## src/logic/fpu_aux_cfg.svh

```systemverilog
`ifndef FPU_AUX_CFG_SVH
`define FPU_AUX_CFG_SVH

// Binary32 format constants.
`define FP_DATA_W 32
`define FP_EXP_W 8
`define FP_MAN_W 23
`define FP_BIAS 127

// Quiet NaN returned when no operand can be passed through.
`define FP_CANON_NAN 32'h7FC0_0000

`endif

```

## src/logic/fpu_aux_pkg.sv

```systemverilog
`include "fpu_aux_cfg.svh"

package fpu_aux_pkg;

  typedef enum logic [2:0] {
    OP_FMIN      = 3'd0,
    OP_FMAX      = 3'd1,
    OP_FSGNJ     = 3'd2,
    OP_FSGNJN    = 3'd3,
    OP_FSGNJX    = 3'd4,
    OP_FMV_W_X   = 3'd5,
    OP_FCVT_S_W  = 3'd6,
    OP_FCVT_S_WU = 3'd7
  } fpu_aux_op_e;

  // Encodings follow the RISC-V frm field.
  typedef enum logic [2:0] {
    RNE = 3'd0,
    RTZ = 3'd1,
    RDN = 3'd2,
    RUP = 3'd3,
    RMM = 3'd4
  } frm_e;

  // First member lands in the MSB, which matches the NV..NX order of fflags.
  typedef struct packed {
    logic invalid;
    logic div_zero;
    logic overflow;
    logic underflow;
    logic inexact;
  } fflags_s;

  typedef struct packed {
    fpu_aux_op_e          op;
    frm_e                 rm;
    logic [`FP_DATA_W-1:0] rs1;
    logic [`FP_DATA_W-1:0] rs2;
  } fpu_aux_req_s;

  typedef enum logic [1:0] {
    ST_IDLE  = 2'd0,
    ST_NORM  = 2'd1,
    ST_ROUND = 2'd2
  } fpu_aux_state_e;

endpackage

```

## src/logic/fpu_aux_ctrl.sv

```systemverilog
`timescale 1ns/10ps

module fpu_aux_ctrl import fpu_aux_pkg::*; (
  input  logic        clk_i,
  input  logic        rst_i,
  input  logic        fp_v_i,
  input  fpu_aux_op_e op_i,
  input  logic        cvt_done_i,
  output logic        ready_o,
  output logic        simple_v_o,
  output logic        cvt_start_o,
  output logic        norm_step_o,
  output logic        round_en_o,
  output logic        cnt_load_o,
  output logic        cnt_dec_o,
  output logic        cvt_v_o
);

  fpu_aux_state_e state_q;
  fpu_aux_state_e state_d;
  logic           ready_q;
  logic           accept;
  logic           is_cvt;

  assign is_cvt = (op_i == OP_FCVT_S_W) || (op_i == OP_FCVT_S_WU);
  assign accept = fp_v_i && ready_q;

  always_comb begin
    state_d = state_q;
    case (state_q)
      ST_IDLE:  if (accept && is_cvt) state_d = ST_NORM;
      ST_NORM:  if (cvt_done_i) state_d = ST_ROUND;
      ST_ROUND: state_d = ST_IDLE;
      default:  state_d = ST_IDLE;
    endcase
  end

  // Ready is registered so that it stays low through reset and rises one cycle later.
  always_ff @(posedge clk_i) begin
    if (rst_i) begin
      state_q <= ST_IDLE;
      ready_q <= 1'b0;
    end else begin
      state_q <= state_d;
      ready_q <= (state_d == ST_IDLE);
    end
  end

  assign ready_o     = ready_q;
  assign simple_v_o  = accept && !is_cvt;
  assign cvt_start_o = accept && is_cvt;
  assign cnt_load_o  = cvt_start_o;
  assign norm_step_o = (state_q == ST_NORM) && !cvt_done_i;
  assign cnt_dec_o   = norm_step_o;
  assign round_en_o  = (state_q == ST_ROUND);
  assign cvt_v_o     = (state_q == ST_ROUND);

  a_busy_not_ready: assert property (
    @(posedge clk_i) disable iff (rst_i)
    !((state_q == ST_NORM) && ready_o)
  );

  a_one_strobe: assert property (
    @(posedge clk_i) disable iff (rst_i)
    !(simple_v_o && cvt_v_o)
  );

endmodule

```

## src/logic/fpu_aux_top.sv

```systemverilog
`timescale 1ns/10ps
`include "fpu_aux_cfg.svh"

module fpu_aux_top import fpu_aux_pkg::*; (
  input  logic                  clk_i,
  input  logic                  rst_i,
  input  logic                  fp_v_i,
  input  fpu_aux_req_s          req_i,
  output logic                  ready_o,
  output logic                  v_o,
  output logic [`FP_DATA_W-1:0] result_o,
  output fflags_s               fflags_o
);

  logic                  simple_v;
  logic                  cvt_start;
  logic                  norm_step;
  logic                  round_en;
  logic                  cnt_load;
  logic                  cnt_dec;
  logic                  cvt_v;
  logic                  cvt_done;
  logic [`FP_EXP_W-1:0]  cvt_exp;
  logic                  fa_v;
  logic [`FP_DATA_W-1:0] fa_result;
  fflags_s               fa_fflags;
  logic                  norm_v;
  logic [`FP_DATA_W-1:0] norm_result;
  fflags_s               norm_fflags;

  fpu_aux_ctrl ctrl0 (
    .clk_i       (clk_i),
    .rst_i       (rst_i),
    .fp_v_i      (fp_v_i),
    .op_i        (req_i.op),
    .cvt_done_i  (cvt_done),
    .ready_o     (ready_o),
    .simple_v_o  (simple_v),
    .cvt_start_o (cvt_start),
    .norm_step_o (norm_step),
    .round_en_o  (round_en),
    .cnt_load_o  (cnt_load),
    .cnt_dec_o   (cnt_dec),
    .cvt_v_o     (cvt_v)
  );

  fpu_exp_counter cnt0 (
    .clk_i  (clk_i),
    .rst_i  (rst_i),
    .load_i (cnt_load),
    .dec_i  (cnt_dec),
    .exp_o  (cvt_exp)
  );

  fpu_i2f_norm norm0 (
    .clk_i    (clk_i),
    .rst_i    (rst_i),
    .start_i  (cvt_start),
    .signed_i (req_i.op == OP_FCVT_S_W),
    .rs1_i    (req_i.rs1),
    .rm_i     (req_i.rm),
    .step_i   (norm_step),
    .round_i  (round_en),
    .exp_i    (cvt_exp),
    .done_o   (cvt_done),
    .v_i      (cvt_v),
    .v_o      (norm_v),
    .result_o (norm_result),
    .fflags_o (norm_fflags)
  );

  fpu_float_aux aux0 (
    .clk_i    (clk_i),
    .rst_i    (rst_i),
    .v_i      (simple_v),
    .req_i    (req_i),
    .v_o      (fa_v),
    .result_o (fa_result),
    .fflags_o (fa_fflags)
  );

  // The two result strobes never overlap, so the normalizer's strobe alone picks the source.
  assign v_o      = fa_v || norm_v;
  assign result_o = norm_v ? norm_result : fa_result;
  assign fflags_o = norm_v ? norm_fflags : fa_fflags;

endmodule

```

## src/logic/fpu_exp_counter.sv

```systemverilog
`timescale 1ns/10ps
`include "fpu_aux_cfg.svh"

module fpu_exp_counter (
  input  logic                 clk_i,
  input  logic                 rst_i,
  input  logic                 load_i,
  input  logic                 dec_i,
  output logic [`FP_EXP_W-1:0] exp_o
);

  // Exponent of a value whose leading one sits in bit 31.
  localparam logic [`FP_EXP_W-1:0] EXP_LOAD = `FP_BIAS + 31;
  localparam logic [`FP_EXP_W-1:0] EXP_MIN  = `FP_BIAS;

  logic [`FP_EXP_W-1:0] exp_q;

  always_ff @(posedge clk_i) begin
    if (rst_i) begin
      exp_q <= '0;
    end else if (load_i) begin
      exp_q <= EXP_LOAD;
    end else if (dec_i) begin
      exp_q <= exp_q - 1'b1;
    end
  end

  assign exp_o = exp_q;

  // At most 31 shifts happen, since a nonzero magnitude has a one somewhere.
  a_no_underrun: assert property (
    @(posedge clk_i) disable iff (rst_i)
    dec_i |-> (exp_q > EXP_MIN)
  );

endmodule

```

## src/logic/fpu_float_aux.sv

```systemverilog
`timescale 1ns/10ps
`include "fpu_aux_cfg.svh"

module fpu_float_aux import fpu_aux_pkg::*; (
  input  logic                  clk_i,
  input  logic                  rst_i,
  input  logic                  v_i,
  input  fpu_aux_req_s          req_i,
  output logic                  v_o,
  output logic [`FP_DATA_W-1:0] result_o,
  output fflags_s               fflags_o
);

  localparam int SIGN_BIT = `FP_DATA_W - 1;

  logic                  minmax_invalid;
  logic [`FP_DATA_W-1:0] minmax_result;
  logic                  sgnj_sign;
  logic [`FP_DATA_W-1:0] result_d;
  fflags_s               fflags_d;

  fpu_fmin_fmax minmax0 (
    .a_i           (req_i.rs1),
    .b_i           (req_i.rs2),
    .min_not_max_i (req_i.op == OP_FMIN),
    .invalid_o     (minmax_invalid),
    .result_o      (minmax_result)
  );

  always_comb begin
    case (req_i.op)
      OP_FSGNJ:  sgnj_sign = req_i.rs2[SIGN_BIT];
      OP_FSGNJN: sgnj_sign = !req_i.rs2[SIGN_BIT];
      OP_FSGNJX: sgnj_sign = req_i.rs1[SIGN_BIT] ^ req_i.rs2[SIGN_BIT];
      default:   sgnj_sign = req_i.rs1[SIGN_BIT];
    endcase
  end

  // Only min/max can raise a flag here.
  always_comb begin
    fflags_d = '0;
    case (req_i.op)
      OP_FMIN, OP_FMAX: begin
        result_d         = minmax_result;
        fflags_d.invalid = minmax_invalid;
      end
      OP_FSGNJ, OP_FSGNJN, OP_FSGNJX: result_d = {sgnj_sign, req_i.rs1[SIGN_BIT-1:0]};
      default: result_d = req_i.rs1;
    endcase
  end

  always_ff @(posedge clk_i) begin
    if (v_i) begin
      result_o <= result_d;
      fflags_o <= fflags_d;
    end
  end

  always_ff @(posedge clk_i) begin
    if (rst_i) begin
      v_o <= 1'b0;
    end else begin
      v_o <= v_i;
    end
  end

endmodule

```

## src/logic/fpu_fmin_fmax.sv

```systemverilog
`timescale 1ns/10ps
`include "fpu_aux_cfg.svh"

module fpu_fmin_fmax (
  input  logic [`FP_DATA_W-1:0] a_i,
  input  logic [`FP_DATA_W-1:0] b_i,
  input  logic                  min_not_max_i,
  output logic                  invalid_o,
  output logic [`FP_DATA_W-1:0] result_o
);

  localparam int SIGN_BIT = `FP_DATA_W - 1;

  logic a_exp_ones;
  logic b_exp_ones;
  logic a_nan;
  logic b_nan;
  logic a_snan;
  logic b_snan;
  logic a_lt_b;

  assign a_exp_ones = &a_i[SIGN_BIT-1 -: `FP_EXP_W];
  assign b_exp_ones = &b_i[SIGN_BIT-1 -: `FP_EXP_W];
  assign a_nan = a_exp_ones && (a_i[`FP_MAN_W-1:0] != '0);
  assign b_nan = b_exp_ones && (b_i[`FP_MAN_W-1:0] != '0);

  // The quiet bit is the top mantissa bit.
  assign a_snan = a_nan && !a_i[`FP_MAN_W-1];
  assign b_snan = b_nan && !b_i[`FP_MAN_W-1];

  // Sign-magnitude compare.
  // Differing signs also order -0 below +0.
  always_comb begin
    if (a_i[SIGN_BIT] != b_i[SIGN_BIT]) begin
      a_lt_b = a_i[SIGN_BIT];
    end else if (a_i[SIGN_BIT]) begin
      a_lt_b = a_i[SIGN_BIT-1:0] > b_i[SIGN_BIT-1:0];
    end else begin
      a_lt_b = a_i[SIGN_BIT-1:0] < b_i[SIGN_BIT-1:0];
    end
  end

  always_comb begin
    if (a_nan && b_nan) begin
      result_o = `FP_CANON_NAN;
    end else if (a_nan) begin
      result_o = b_i;
    end else if (b_nan) begin
      result_o = a_i;
    end else if (min_not_max_i) begin
      result_o = a_lt_b ? a_i : b_i;
    end else begin
      result_o = a_lt_b ? b_i : a_i;
    end
  end

  assign invalid_o = a_snan || b_snan;

endmodule

```

## src/logic/fpu_i2f_norm.sv

```systemverilog
`timescale 1ns/10ps
`include "fpu_aux_cfg.svh"

module fpu_i2f_norm import fpu_aux_pkg::*; (
  input  logic                  clk_i,
  input  logic                  rst_i,
  input  logic                  start_i,
  input  logic                  signed_i,
  input  logic [`FP_DATA_W-1:0] rs1_i,
  input  frm_e                  rm_i,
  input  logic                  step_i,
  input  logic                  round_i,
  input  logic [`FP_EXP_W-1:0]  exp_i,
  output logic                  done_o,
  input  logic                  v_i,
  output logic                  v_o,
  output logic [`FP_DATA_W-1:0] result_o,
  output fflags_s               fflags_o
);

  logic                  sign_q;
  frm_e                  rm_q;
  logic [`FP_DATA_W-1:0] mag_q;
  logic                  mag_zero;
  logic                  lsb;
  logic                  guard;
  logic                  sticky;
  logic                  round_up;
  logic [`FP_MAN_W+1:0]  sum;
  logic [`FP_EXP_W-1:0]  exp_rnd;
  logic [`FP_DATA_W-1:0] result_d;

  // Sign and magnitude are captured at acceptance, then shifted up until bit 31 is set.
  always_ff @(posedge clk_i) begin
    if (start_i) begin
      sign_q <= signed_i && rs1_i[`FP_DATA_W-1];
      mag_q  <= (signed_i && rs1_i[`FP_DATA_W-1]) ? -rs1_i : rs1_i;
      rm_q   <= rm_i;
    end else if (step_i) begin
      mag_q <= mag_q << 1;
    end
  end

  assign mag_zero = (mag_q == '0);
  assign done_o   = mag_q[`FP_DATA_W-1] || mag_zero;

  // 24 significant bits are kept; bit 7 is the guard bit.
  assign lsb    = mag_q[8];
  assign guard  = mag_q[7];
  assign sticky = |mag_q[6:0];

  always_comb begin
    case (rm_q)
      RNE:     round_up = guard && (sticky || lsb);
      RTZ:     round_up = 1'b0;
      RDN:     round_up = sign_q && (guard || sticky);
      RUP:     round_up = !sign_q && (guard || sticky);
      RMM:     round_up = guard;
      default: round_up = 1'b0;
    endcase
  end

  assign sum = {1'b0, mag_q[`FP_DATA_W-1:8]} + {{(`FP_MAN_W+1){1'b0}}, round_up};

  // A carry leaves the fraction at zero and moves up one binade.
  assign exp_rnd = exp_i + {{(`FP_EXP_W-1){1'b0}}, sum[`FP_MAN_W+1]};

  assign result_d = mag_zero ? '0 : {sign_q, exp_rnd, sum[`FP_MAN_W-1:0]};

  always_ff @(posedge clk_i) begin
    if (round_i) begin
      result_o <= result_d;
      fflags_o <= '{invalid: 1'b0, div_zero: 1'b0, overflow: 1'b0, underflow: 1'b0,
                    inexact: guard || sticky};
    end
  end

  always_ff @(posedge clk_i) begin
    if (rst_i) begin
      v_o <= 1'b0;
    end else begin
      v_o <= v_i;
    end
  end

endmodule

```

## config.mk

```make
export PLATFORM = sky130hd
export DESIGN_NAME = fpu_aux_top
export DESIGN_NICKNAME = d
export VERILOG_FILES = /design/src/logic/fpu_aux_pkg.sv /design/src/logic/fpu_aux_ctrl.sv /design/src/logic/fpu_aux_top.sv /design/src/logic/fpu_exp_counter.sv /design/src/logic/fpu_float_aux.sv /design/src/logic/fpu_fmin_fmax.sv /design/src/logic/fpu_i2f_norm.sv
export VERILOG_INCLUDE_DIRS = /design/src /design/src/logic
export SDC_FILE = /design/constraint.sdc
export NUM_CORES = 1
export LEC_CHECK = 0
export ABC_CLOCK_PERIOD_IN_PS = 5200
export BUFFER_PORTS_ARGS = -buffer_cell sky130_fd_sc_hd__buf_4
export CAP_MARGIN = 20
export CORE_MARGIN = 5
export CORE_UTILIZATION = 51
export CTS_CLUSTER_SIZE = 28
export DETAILED_ROUTE_END_ITERATION = 16
export HOLD_SLACK_MARGIN = 0.05
export PLACE_DENSITY = 0.71
export REMOVE_ABC_BUFFERS = 1
export SYNTH_ARGS = -nofsm -noshare
export SYNTH_HDL_FRONTEND = slang
export SYNTH_HIERARCHICAL = 1
export SYNTH_SLANG_ARGS = --single-unit
```

## constraint.sdc

```tcl
create_clock -name clk_i -period 5.2 [get_ports clk_i]
set_input_delay 0.26 -clock clk_i [delete_from_list [all_inputs] [get_ports clk_i]]
set_output_delay 0.26 -clock clk_i [all_outputs]
set_load 0.01 [all_outputs]
```

==> results of run 1 <==
-- worst max-delay path: stages, from the launching register on --
cell and delay [ns]:
edfxtp_1 0.37, or4_1 0.52, or4_4 0.45, or3_1 0.32, a32o_1 0.25, ha_1 0.20, ha_1 0.21, nand3_1 0.19
nor4_1 0.08, buf_4 0.16, nand4_1 0.14, nor2_1 0.07, ha_1 0.22, ha_1 0.24, nand3_1 0.10, xor2_1 0.15
nor2_1 0.06
-- area by class of cell --
type	instances	share of cell area (%)
tap	220	2.76
clock buffer	20	4.48
multi-input combinational	638	47.4
inverter	48	1.81
timing repair buffer	123	9.34
clock inverter	12	0.829
sequential	115	33.4
-- power groups by stage --
| stage | Clock [uW] | Combinational [uW] | Sequential (uW) |
|---|---|---|---|
| after floorplan | 0 | 235 | 1070 |
| after global placement | 0 | 415 | 1070 |
| after detailed placement | 0 | 417 | 1070 |
| after CTS | 1040 | 423 | 1050 |
| after global routing | 1090 | 469 | 1060 |
| final | 1030 | 430 | 1050 |
-- cell usage after synthesis, types with 3 or more instances --
master / number / share of area [%]
nand2b_1: 3 / 0.22
mux2_2: 55 / 7.3
ha_1: 39 / 5.8
a2111o_1: 5 / 0.66
nor4_1: 24 / 1.8
nand4b_1: 4 / 0.41
nor2_1: 68 / 3.0
and2_1: 7 / 0.52
o21ai_0: 16 / 0.95
o31ai_1: 8 / 0.71
or2_2: 3 / 0.22
xor2_1: 17 / 1.8
xnor2_1: 27 / 2.8
buf_4: 14 / 1.2
clkinv_1: 3 / 0.13
a31oi_1: 10 / 0.74
and4_1: 5 / 0.52
o211ai_1: 4 / 0.35
nor3_1: 31 / 1.8
and3_1: 10 / 0.74
a32o_1: 23 / 2.7
mux2i_1: 5 / 0.59
nand4_1: 37 / 2.7
nor2b_1: 5 / 0.37
nand2_1: 38 / 1.7
inv_1: 45 / 2.0
nand3b_1: 4 / 0.35
mux2_4: 19 / 3.4
dfxtp_1: 13 / 3.1
a21oi_1: 48 / 2.8
edfxtp_1: 102 / 36
or4_1: 8 / 0.71
nand3_1: 37 / 2.2
or3_1: 13 / 0.96
buf_2: 5 / 0.30
clkbuf_1: 18 / 0.80
buf_6: 7 / 0.93
-- worst paths after layout --
kind	to	cells after the start	slack, ns
worst max-delay path	norm0/result_o[27]	16	1.22
worst min-delay path	cnt0/exp_o[3]	2	0.12
worst max register to register	norm0/result_o[27]	16	1.22
worst min register to register	cnt0/exp_o[7]	2	0.54
-- sequential cells by signal, indices dropped and copies added, names as in the netlist --
name,cells
norm0/result_o,32
ctrl0/state_q,2
aux0/result_o,32
norm0/sign_q,1
norm0/mag_q,32
aux0/fflags_o,1
norm0/v_o,1
cnt0/exp_o,8
norm0/rm_q,3
norm0/fflags_o,1
ctrl0/ready_o,1
aux0/v_o,1
-- cells by family after synthesis --
family | share of synthesized area, %
flops | 39.2
mux | 11.3
simple gates | 21.2
fa+ha+maj | 5.76
other cells | 0.0886
compound gates | 12.4
buf+inv | 5.48
xor+xnor | 4.55
-- stage by stage --
stage | hold slack [ns] | power [uW] | instance area (um^2) | utilization [%]
6_report | 0.122 | 2510 | 9960 | 60.5
5_1_grt | 0.113 | 2620 | 9960 | 60.5
4_1_cts | 0.105 | 2520 | 9960 | 60.5
3_5_place_dp | 0.439 | 1490 | 9410 | 57.1
3_3_place_gp | 0.438 | 1490 | 9410 | 57.1
2_1_floorplan | 0.329 | 1300 | 8210 | -
-- per-layer routing --
layer	global-route usage (%)	part of all wire, %	vias up	routed length (um)
met5	0	0	-	0
met4	6.28	1.5	0	349
met3	4.03	7.3	27	1700
met2	35.8	45	312	10300
met1	35.4	47	3473	10800
li1	-	-	3440	-
-- what timing repair did --
item | CTS | global route
hold endpoints to repair | 3 | 0
hold buffers | 3 | 0
gates resized for setup | 0 | 0
==> summary.txt, run 1 <==
Yosys
  – Syn avg cell area: 10.1 um^2
  – Ys async rst share: 0%
  – Sequential area share after synthesis: 39.2%
  – Synthesized cell area: 0.00847 mm^2
  – Post-synth EDFFs: 102
  – Yosys warning count: 6
  – Most common flop cell mapped by yosys: edfxtp_1
  – Synth cell types: 82
  – Yosys reg bits: 115
  – Syn Inst Count: 841

Clocking
  – TritonCTS Buffers: 17
  – CTS tree: built
  – H-tree depth: 4
  – Worst skew pair latency: 0.40 ns
  – Clock buffer depth: 2
  – Clock transition at path regs: 0.05 ns
  – CTS sink count: 115
  – Clk root buf: clkbuf_16
  – Setup Buffers After CTS: 0

Global routing
  – Number of global-route vias before repair: 6777
  – Global-route wire length before repair: 36800 um
  – Largest net degree at the start of global routing: 66
  – GR Overflow Total: 0
  – Initial antenna violation count: 0
  – Gr usage total: 23.7%

Timing
  – Final Max Tran Viols: 0
  – Fin Clk Skew: 0.00789 ns
  – Worst slew margin: 36.6%
  – Final setup violation count: 0
  – Tcrit/Tclk final: 76.6%
  – Setup TNS: 0 ns
  – Fin. Hold Viols: 0
  – Worst Tran Pin Value: 0.948 ns
  – Min Tclk post-route: 3.98 ns
  – RSZ-0062 raised after global routing: no
  – Fmax: 0.251 GHz
  – PnR worst setup slack: 1.22 ns

Routing
  – DR pass1 iterations: 7
  – Antenna violation net count after detailed routing: 0
  – Iter 0 DRT Violations: 701
  – WL per Instance: 19.7 um
  – Via count: 7252
  – Drt total wl: 23200 um
  – Remaining DRCs: 0
  – Vias per cell: 6.17

Power and ir drop
  – Static Leak: 0.00375 uW
  – Comb pwr share: 17.1%
  – Psw: 665 uW
  – Power Density: 252 mW/mm^2
  – Switching Share: 26.5%
  – Pint: 1850 uW
  – Peak supply drop: 176 uV
  – Seq pwr share: 41.9%
  – Clock network power share: 41.0%

Cells and area
  – Fin cells: 1176
  – Storage cell area: 0.00332 mm^2
  – Antenna Diode Count: 0
  – Commonest non-fill, non-tap cell in the layout: buf_4
  – Area grow syn2layout: 17.6%
  – Most frequent cells in the layout: 120 x buf_4, 102 x edfxtp_1, 67 x nor2_1
  – Share of layout cells above drive strength 1: 26.3%
  – Fin nets: 1055
  – Fill cell count: 1420
  – Area taken by multi-input logic gates: 0.00472 mm^2

Setup path
  – Crit path max fanout: 6
  – Worst Setup Path Type: reg2reg
  – Worst r2r src: norm0/mag_q[2]
  – CP arrival: 4.14 ns
  – Crit start category: flip-flop
  – Critical Path Sink Type: flip-flop
  – Critical Path Source: norm0/mag_q[2]
  – Worst Path Required: 5.36 ns

Placement
  – Final Wtd Congestion: 0.951
  – # port buffers: 108
  – Placed Cells: 1141
  – HPWL after DPL: 16800 um
  – Setup slack at placement: 1.21 ns

Run
  – Max-Cap Viols: 0

Floorplan
  – FP Rows: 47
  – Core region area: 0.0165 mm^2
  – IO Pins: 112
  – Full die area: 0.0193 mm^2
  – Initial core utilization: 51.5%
  – Chip width: 139 um
  – Die height: 139 um

Status
  – Status: finished clean

Worst hold path
  – Min-Delay Path Class: in2reg
  – Hold wc startpoint: rst_i
Note: power is estimated with default switching activity, not from simulation.
==> run 2: changes to the inputs <==
ABC_CLOCK_PERIOD_IN_PS = 3500   (was 5200)
PLACE_DENSITY = 0.74   (was 0.71)
clock period = 3.5 ns   (was 5.2 ns; I/O delays follow)
==> run 2 against run 1 <==
Net effect: critical endpoint is now norm0/result_o[30]; register-to-register slack worse by 1.3 ns; the run now ends with setup timing left; die area is the same; final cell count up 2.6%; setup slack worse by 1.3 ns; largest cell class unchanged; core utilization rose by 2.6 points; critical path depth down 1; sequential cell count stayed put; count of clock-buffer cells in the layout up 2.
==> summary.txt, run 2 (synthesis gave the netlist of run 1 again) <==
Status
  – Status: finished with violations
  – Failing checks: setup timing

Placement
  – Post-DP Area: 0.00962 mm^2 (+2.3%)
  – # port buffers: 108 (unchanged)
  – Placed Cells: 1168 (+2.4%)
  – HPWL after DPL: 17300 um (+3.5%)
  – Final Wtd Congestion: 0.909 (-4.4%)

Cells and area
  – Fill cell count: 1364 (-3.9%)
  – Fin cells: 1207 (+2.6%)
  – Fin nets: 1086 (+2.9%)
  – Most frequent cells in the layout: 148 x buf_4, 102 x edfxtp_1, 66 x nor2_1
  – Share of layout cells above drive strength 1: 30.1% (+3.8 points)
  – Area grow syn2layout: 22.6%
  – Antenna Diode Count: 0 (unchanged)
  – Fin area: 0.0104 mm^2 (+4.2%)
  – Commonest non-fill, non-tap cell in the layout: buf_4
  – Biggest regs: aux0/result_o (32), norm0/mag_q (32), norm0/result_o (32)

Run
  – Max-Cap Viols: 0 (unchanged)

Floorplan
  – Full die area: 0.0193 mm^2 (unchanged)
  – IO Pins: 112 (unchanged)
  – Chip width: 139 um (unchanged)
  – Initial core utilization: 51.5% (unchanged)
  – FP Rows: 47 (unchanged)
  – Core region area: 0.0165 mm^2 (unchanged)
  – Die height: 139 um (unchanged)

Timing
  – Fin. Hold Viols: 0 (unchanged)
  – Final Max Tran Viols: 0 (unchanged)
  – Fin Clk Skew: 0.0109 ns (+0.00298 ns)
  – Worst Tran Pin Value: 0.759 ns (-0.189 ns)
  – PnR worst setup slack: -0.0694 ns (-1.29 ns)
  – Min Tclk post-route: 3.57 ns (-0.412 ns)
  – Fmax: 0.280 GHz (+12%)
  – Tcrit/Tclk final: 102% (+25 points)
  – Final setup violation count: 3 (+3)
  – RSZ-0062 raised after global routing: yes
  – Setup TNS: -0.128 ns (-0.128 ns)
  – Worst slew margin: 49.4% (+13 points)

Setup path
  – CP most frequent cell: ha_4
  – Crit path max fanout: 3 (-3)
  – Slowest library cell on the worst path: or4_1
  – Worst r2r src: norm0/mag_q[2]
  – CP top delay family: simple AND/OR/NAND/NOR gates
  – Buffers & Inverters on Critical Path: 0 (-1)
  – CP arrival: 3.75 ns (-0.39 ns)
  – FF-to-FF setup slack: -0.07 ns (-1.29 ns)
  – Worst Path Required: 3.68 ns (-1.68 ns)
  – Critical Path Sink Type: flip-flop
  – Crit-path cells: or4_1 > or4_4 > or3_1 > a32o_1 > ha_2 > ha_4 > nand3_4 > nor4_2 > nand4_1 > nor2_2 > ha_4 > and3_4 > nand3_2 > xor2_1 > nor2_1
  – Crit start category: flip-flop
  – Worst Setup Path Type: reg2reg
  – CP max stage delay: 0.54 ns (+0.02 ns)
  – Critical Path Source: norm0/mag_q[2]

Power and ir drop
  – Switching Share: 26.1% (-0.39 points)
  – Peak supply drop: 367 uV (+110%)
  – Power Total: 3940 uW (+57%)
  – Seq pwr share: 40.1% (-1.8 points)
  – Comb pwr share: 16.4% (-0.7 points)
  – Psw: 1030 uW (+55%)
  – Pint: 2910 uW (+58%)
  – Clock network power share: 43.6% (+2.6 points)
  – Static Leak: 0.00393 uW (+4.7%)
  – Power Density: 380 mW/mm^2 (+51%)

Routing
  – WL per Instance: 20.1 um (+2.0%)
  – Remaining DRCs: 0 (unchanged)
  – Via count: 7473 (+3.0%)
  – Vias per cell: 6.19 (+0.40%)
  – Antenna violation net count after detailed routing: 0 (unchanged)
  – Iter 0 DRT Violations: 923 (+32%)
  – DR pass1 iterations: 5 (-2)
  – Drt total wl: 24300 um (+4.7%)

Global routing
  – Gr usage total: 24.7% (+1.0 points)
  – Global-route wire length before repair: 38000 um (+3.2%)
  – Initial antenna violation count: 1 (+1)
  – GR Overflow Total: 0 (unchanged)
  – Largest net degree at the start of global routing: 58 (-12%)
  – Number of global-route vias before repair: 6996 (+3.2%)

Clocking
  – CTS tree: built
  – CTS sink count: 115 (unchanged)
  – TritonCTS Buffers: 17 (unchanged)
  – Clock buffer depth: 2 (unchanged)
  – Worst skew pair latency: 0.43 ns (+0.03 ns)
  – H-tree depth: 4 (unchanged)
  – Clock transition at path regs: 0.06 ns (about the same)
  – Clk root buf: clkbuf_16

Worst hold path
  – Hold wc startpoint: req_i[39]
  – Min-Delay Path Class: in2reg
run 2: power by group through the flow:
stage	registers, uW	logic (uW)	clock network, uW
after CTS	1580	636	1730
after detailed placement	1600	626	0
after global routing	1580	705	1800
after global placement	1600	619	0
after floorplan	1580	349	0
final	1580	645	1720
run 2: routing by layer:
layer  track usage, %  vias to the layer above  part of all wire, %
met1             36.1                     3571                   44
met5                0                        -                0.037
met2             37.8                      381                   46
met4             6.80                        2                  1.7
met3             4.66                       32                  8.3
li1                 -                     3487                    -
run 2: through the flow:
stage                     hold WS [ns]  setup slack, ns  util, %
after floorplan                  0.244           -0.203        -
after global placement           0.353           -0.151     58.4
after detailed placement         0.354           -0.220     58.4
after CTS                        0.111          -0.0436     62.6
after global routing             0.125           -0.168     63.1
final                            0.128          -0.0694     63.1
run 2: final cells by class:
| type | count | area [um^2] | share of cell area [%] |
|---|---|---|---|
| Timing Repair Buffer | 154 | 1190 | 11.5 |
| Clock buffer | 22 | 528 | 5.08 |
| Clock inverter | 10 | 62.6 | 0.602 |
| Inverter | 48 | 180 | 1.73 |
| Sequential cell | 115 | 3320 | 32.0 |
| Multi-Input combinational cell | 638 | 4820 | 46.4 |
| Tap cell | 220 | 275 | 2.65 |
run 2: timing repair:
| item | 4_1_cts | 5_1_grt |
|---|---|---|
| hold buffers | 4 | 0 |
| pin swaps | 3 | 4 |
| gates resized for setup | 9 | 9 |
| buffers inserted | 1 | 1 |
| endpoints found under the hold margin | 10 | 0 |
| endpoints found under the setup margin | 7 | 7 |
run 2: worst paths after layout:
| kind | to | cells after the start |
|---|---|---|
| max | norm0/result_o[30] | 15 |
| min | aux0/result_o[7] | 2 |
| max reg2reg | norm0/result_o[30] | 15 |
| min reg2reg | cnt0/exp_o[7] | 2 |
==> run 3: changes to the inputs <==
ABC_AREA = 1   (was unset)
CTS_BUF_LIST = sky130_fd_sc_hd__clkbuf_16   (was unset)
PLACE_DENSITY = 0.73   (was 0.74)
==> run 3 against run 2 <==
Net effect: the run now ends clean; synthesized cell count increased by 47%; sequential share of layout area increased by 0.65 points; maximum frequency increased by 11%; wire length decreased by 8.3%; non-clock buffer count down 34; register-to-register slack improved by 0.36 ns; clock power fell by 8%.
==> summary.txt, run 3 <==
Status
  – Status: finished clean

Yosys
  – Synth cell types: 40 (-51%)
  – Simple-gate share of the synthesized area: 36.5% (+15 points)
  – Cell taking the most area after synthesis: edfxtp_1
  – Sequential area share after synthesis: 38.1% (-1.2 points)
  – Synthesized cell area: 0.00873 mm^2 (+3.0%)
  – Area share of fa/ha/maj cells after synthesis: 5.59% (-0.17 points)
  – Post-synth EDFFs: 102 (unchanged)
  – Yosys reg bits: 115 (unchanged)
  – Largest family of logic cells by synthesized area: simple AND/OR/NAND/NOR gates
  – Dominant cells by area after synthesis: edfxtp_1 35%, nand2_1 20%, inv_1 6.8%
  – Most common flop cell mapped by yosys: edfxtp_1
  – Most numerous cell in the Yosys netlist: nand2_1
  – Syn avg cell area: 7.08 um^2 (-30%)
  – Syn Inst Count: 1233 (+47%)
  – Mux contribution to synthesized area: 0% (-11 points)
  – Area share of the leading cell type in the synthesized netlist: 35.1% (-1.1 points)
  – Compound-cell area share of the yosys netlist: 5.05% (-7.4 points)
  – Most frequent cells after synthesis: 454 x nand2_1, 159 x inv_1, 118 x nor2_1, 102 x edfxtp_1, 94 x nand3_1
  – Ys async rst share: 0% (unchanged)
  – Yosys warning count: 6 (unchanged)
  – Post-Synth XOR/XNOR Area: 3.71% (-0.84 points)

Global routing
  – Met2 GRT Util: 34.2% (-3.6 points)
  – Gr usage total: 22.3% (-2.4 points)
  – M3 GR Usage: 2.95% (-1.7 points)
  – Number of global-route vias before repair: 7199 (+2.9%)
  – Met1 usage in global routing: 32.2% (-3.9 points)
  – GR Overflow Total: 0 (unchanged)
  – Global-route wire length before repair: 35600 um (-6.4%)
  – Largest net degree at the start of global routing: 55 (-5.2%)
  – Initial antenna violation count: 0 (-1)
  – Grt peak-use layer: met2

Timing
  – Fin Clk Skew: 0.0106 ns (-0.000238 ns)
  – Worst Tran Pin Value: 0.808 ns (+0.0484 ns)
  – Worst slew margin: 46.1% (-3.3 points)
  – Tcrit/Tclk final: 91.7% (-10 points)
  – Final Max Tran Viols: 0 (unchanged)
  – Fmax: 0.311 GHz (+11%)
  – Fin. Hold Viols: 0 (unchanged)
  – Min Tclk post-route: 3.21 ns (-0.359 ns)
  – Final setup violation count: 0 (-3)
  – PnR worst setup slack: 0.289 ns (+0.359 ns)
  – Setup TNS: 0 ns (+0.128 ns)
  – RSZ-0062 raised after global routing: no

Clocking
  – Clk root buf: clkbuf_16
  – Clock buffer depth: 2 (unchanged)
  – Setup Buffers After CTS: 0 (-1)
  – CTS sink count: 115 (unchanged)
  – TritonCTS Buffers: 17 (unchanged)
  – Clock transition at path regs: 0.05 ns (about the same)
  – Worst skew pair latency: 0.41 ns (-0.02 ns)
  – H-tree depth: 4 (unchanged)
  – CTS tree: built

Floorplan
  – Die height: 141 um (+1.4%)
  – Core region area: 0.0167 mm^2 (+1.4%)
  – Full die area: 0.0198 mm^2 (+2.8%)
  – Initial core utilization: 52.3% (+0.82 points)
  – FP Rows: 47 (unchanged)
  – IO Pins: 112 (unchanged)
  – Chip width: 141 um (+1.4%)

Setup path
  – Worst Setup Path Type: reg2reg
  – Crit start category: flip-flop
  – Worst Path Required: 3.66 ns (-0.02 ns)
  – CP most frequent cell: ha_1
  – Crit path max fanout: 5 (+2)
  – Critical Path Sink Type: flip-flop
  – Slowest library cell on the worst path: edfxtp_1
  – CP arrival: 3.37 ns (-0.38 ns)
  – CP max stage delay: 0.36 ns (-0.18 ns)
  – Crit-path cells: inv_1 > o211ai_1 > a21oi_1 > nand2_1 > o21ai_0 > ha_1 > ha_1 > nand2_2 > nor3_4 > nand3_2 > nor2_2 > nand3_2 > nor3_2 > ha_1 > ha_1 > nand3_1 > nor2_1 > xnor2_1 > nor2_1
  – CP top delay family: simple AND/OR/NAND/NOR gates
  – Buffers & Inverters on Critical Path: 1 (+1)

Cells and area
  – Biggest regs: aux0/result_o (32), norm0/mag_q (32), norm0/result_o (32)
  – Commonest non-fill, non-tap cell in the layout: nand2_1
  – Fin nets: 1441 (+33%)
  – Fin area: 0.0102 mm^2 (-2.0%)
  – Antenna Diode Count: 0 (unchanged)
  – Layout Utilization: 60.9% (-2.2 points)
  – Area grow syn2layout: 16.5%
  – Share of layout cells above drive strength 1: 13.4% (-17 points)
  – Fill cell count: 1591 (+17%)
  – Most frequent cells in the layout: 453 x nand2_1, 162 x inv_1, 117 x nor2_1

Placement
  – Post-DP Area: 0.00958 mm^2 (-0.40%)
  – Final Wtd Congestion: 0.971 (+6.8%)
  – # port buffers: 108 (unchanged)
  – Setup slack at placement: 0.235 ns (+0.455 ns)
  – HPWL after DPL: 17200 um (-0.70%)

Power and ir drop
  – Power Density: 371 mW/mm^2 (-2.2%)
  – Static Leak: 0.00502 uW (+28%)
  – Peak supply drop: 358 uV (-2.3%)

Routing
  – Drt total wl: 22300 um (-8.3%)
  – DR pass1 iterations: 5 (unchanged)
  – Antenna violation net count after detailed routing: 0 (unchanged)
  – Iter 0 DRT Violations: 709 (-23%)
  – Vias per cell: 5.14 (-17%)
  – Remaining DRCs: 0 (unchanged)
  – Via count: 8033 (+7.5%)
  – WL per Instance: 14.3 um (-29%)

Run
  – Max-Cap Viols: 0 (unchanged)

Worst hold path
  – Min-Delay Path Class: in2reg
[run 3: cell type report]
| type | count | area, um^2 | area share (%) |
|---|---|---|---|
| multi-input combinational | 912 | 4490 | 44.1 |
| inverter | 163 | 614 | 6.04 |
| clock inverter | 15 | 126 | 1.24 |
| clock buffer | 17 | 425 | 4.18 |
| timing repair buffer | 120 | 923 | 9.08 |
| sequential | 115 | 3320 | 32.7 |
| tap | 220 | 275 | 2.71 |
[run 3: kinds of logic after synthesis]
kind of cell | Yosys count
AND/OR/NAND/NOR | 745
buffers and inverters | 212
flip-flops | 115
AO/OA/AOI/OAI | 83
adder cells (fa/ha/maj) | 39
XOR/XNOR | 37
other | 2
[run 3: per-stage QoR]
stage	cells	total power, uW	hold slack, ns
floorplan	1190	1950	0.237
global placement	1525	2180	0.360
detailed placement	1526	2200	0.356
CTS	1562	3790	0.0708
global route	1562	3950	0.0813
finish	1562	3780	0.0796
[run 3: path summary, 6_finish.rpt]
path                 startpoint            endpoint  slack, ns  cells after the start
setup / recovery  norm0/rm_q[2]  norm0/result_o[29]       0.29                     19
hold / removal        req_i[32]      norm0/mag_q[0]       0.08                      3
setup reg to reg  norm0/rm_q[2]  norm0/result_o[29]       0.29                     19
hold reg to reg   cnt0/exp_o[0]       cnt0/exp_o[0]       0.52                      2
[run 3: layer usage]
metal  vias up  share of wire [%]
li1       4122                  -
met1      3604                 47
met2       265                 44
met3        42                5.7
met4         0                3.0
met5         -                  0
[run 3: tightest hold or removal path, stage by stage]
cell and delay [ns]:
buf_4 0.12, nand2_1 0.05, inv_1 0.04
[run 3: power by group]
| part | total [uW] | switching (uW) | internal (uW) | leakage, uW |
|---|---|---|---|---|
| registers | 1560 | 19.8 | 1540 | 0.00104 |
| clock network | 1590 | 571 | 1020 | 0.000268 |
| logic | 626 | 388 | 239 | 0.00371 |
[run 3: repair_timing]
| action | in CTS | in global routing |
|---|---|---|
| resized for setup | 0 | 0 |
| endpoints found under the hold margin | 9 | 0 |
| hold buffers | 4 | 0 |
| setup endpoints to repair | 0 | 1 |
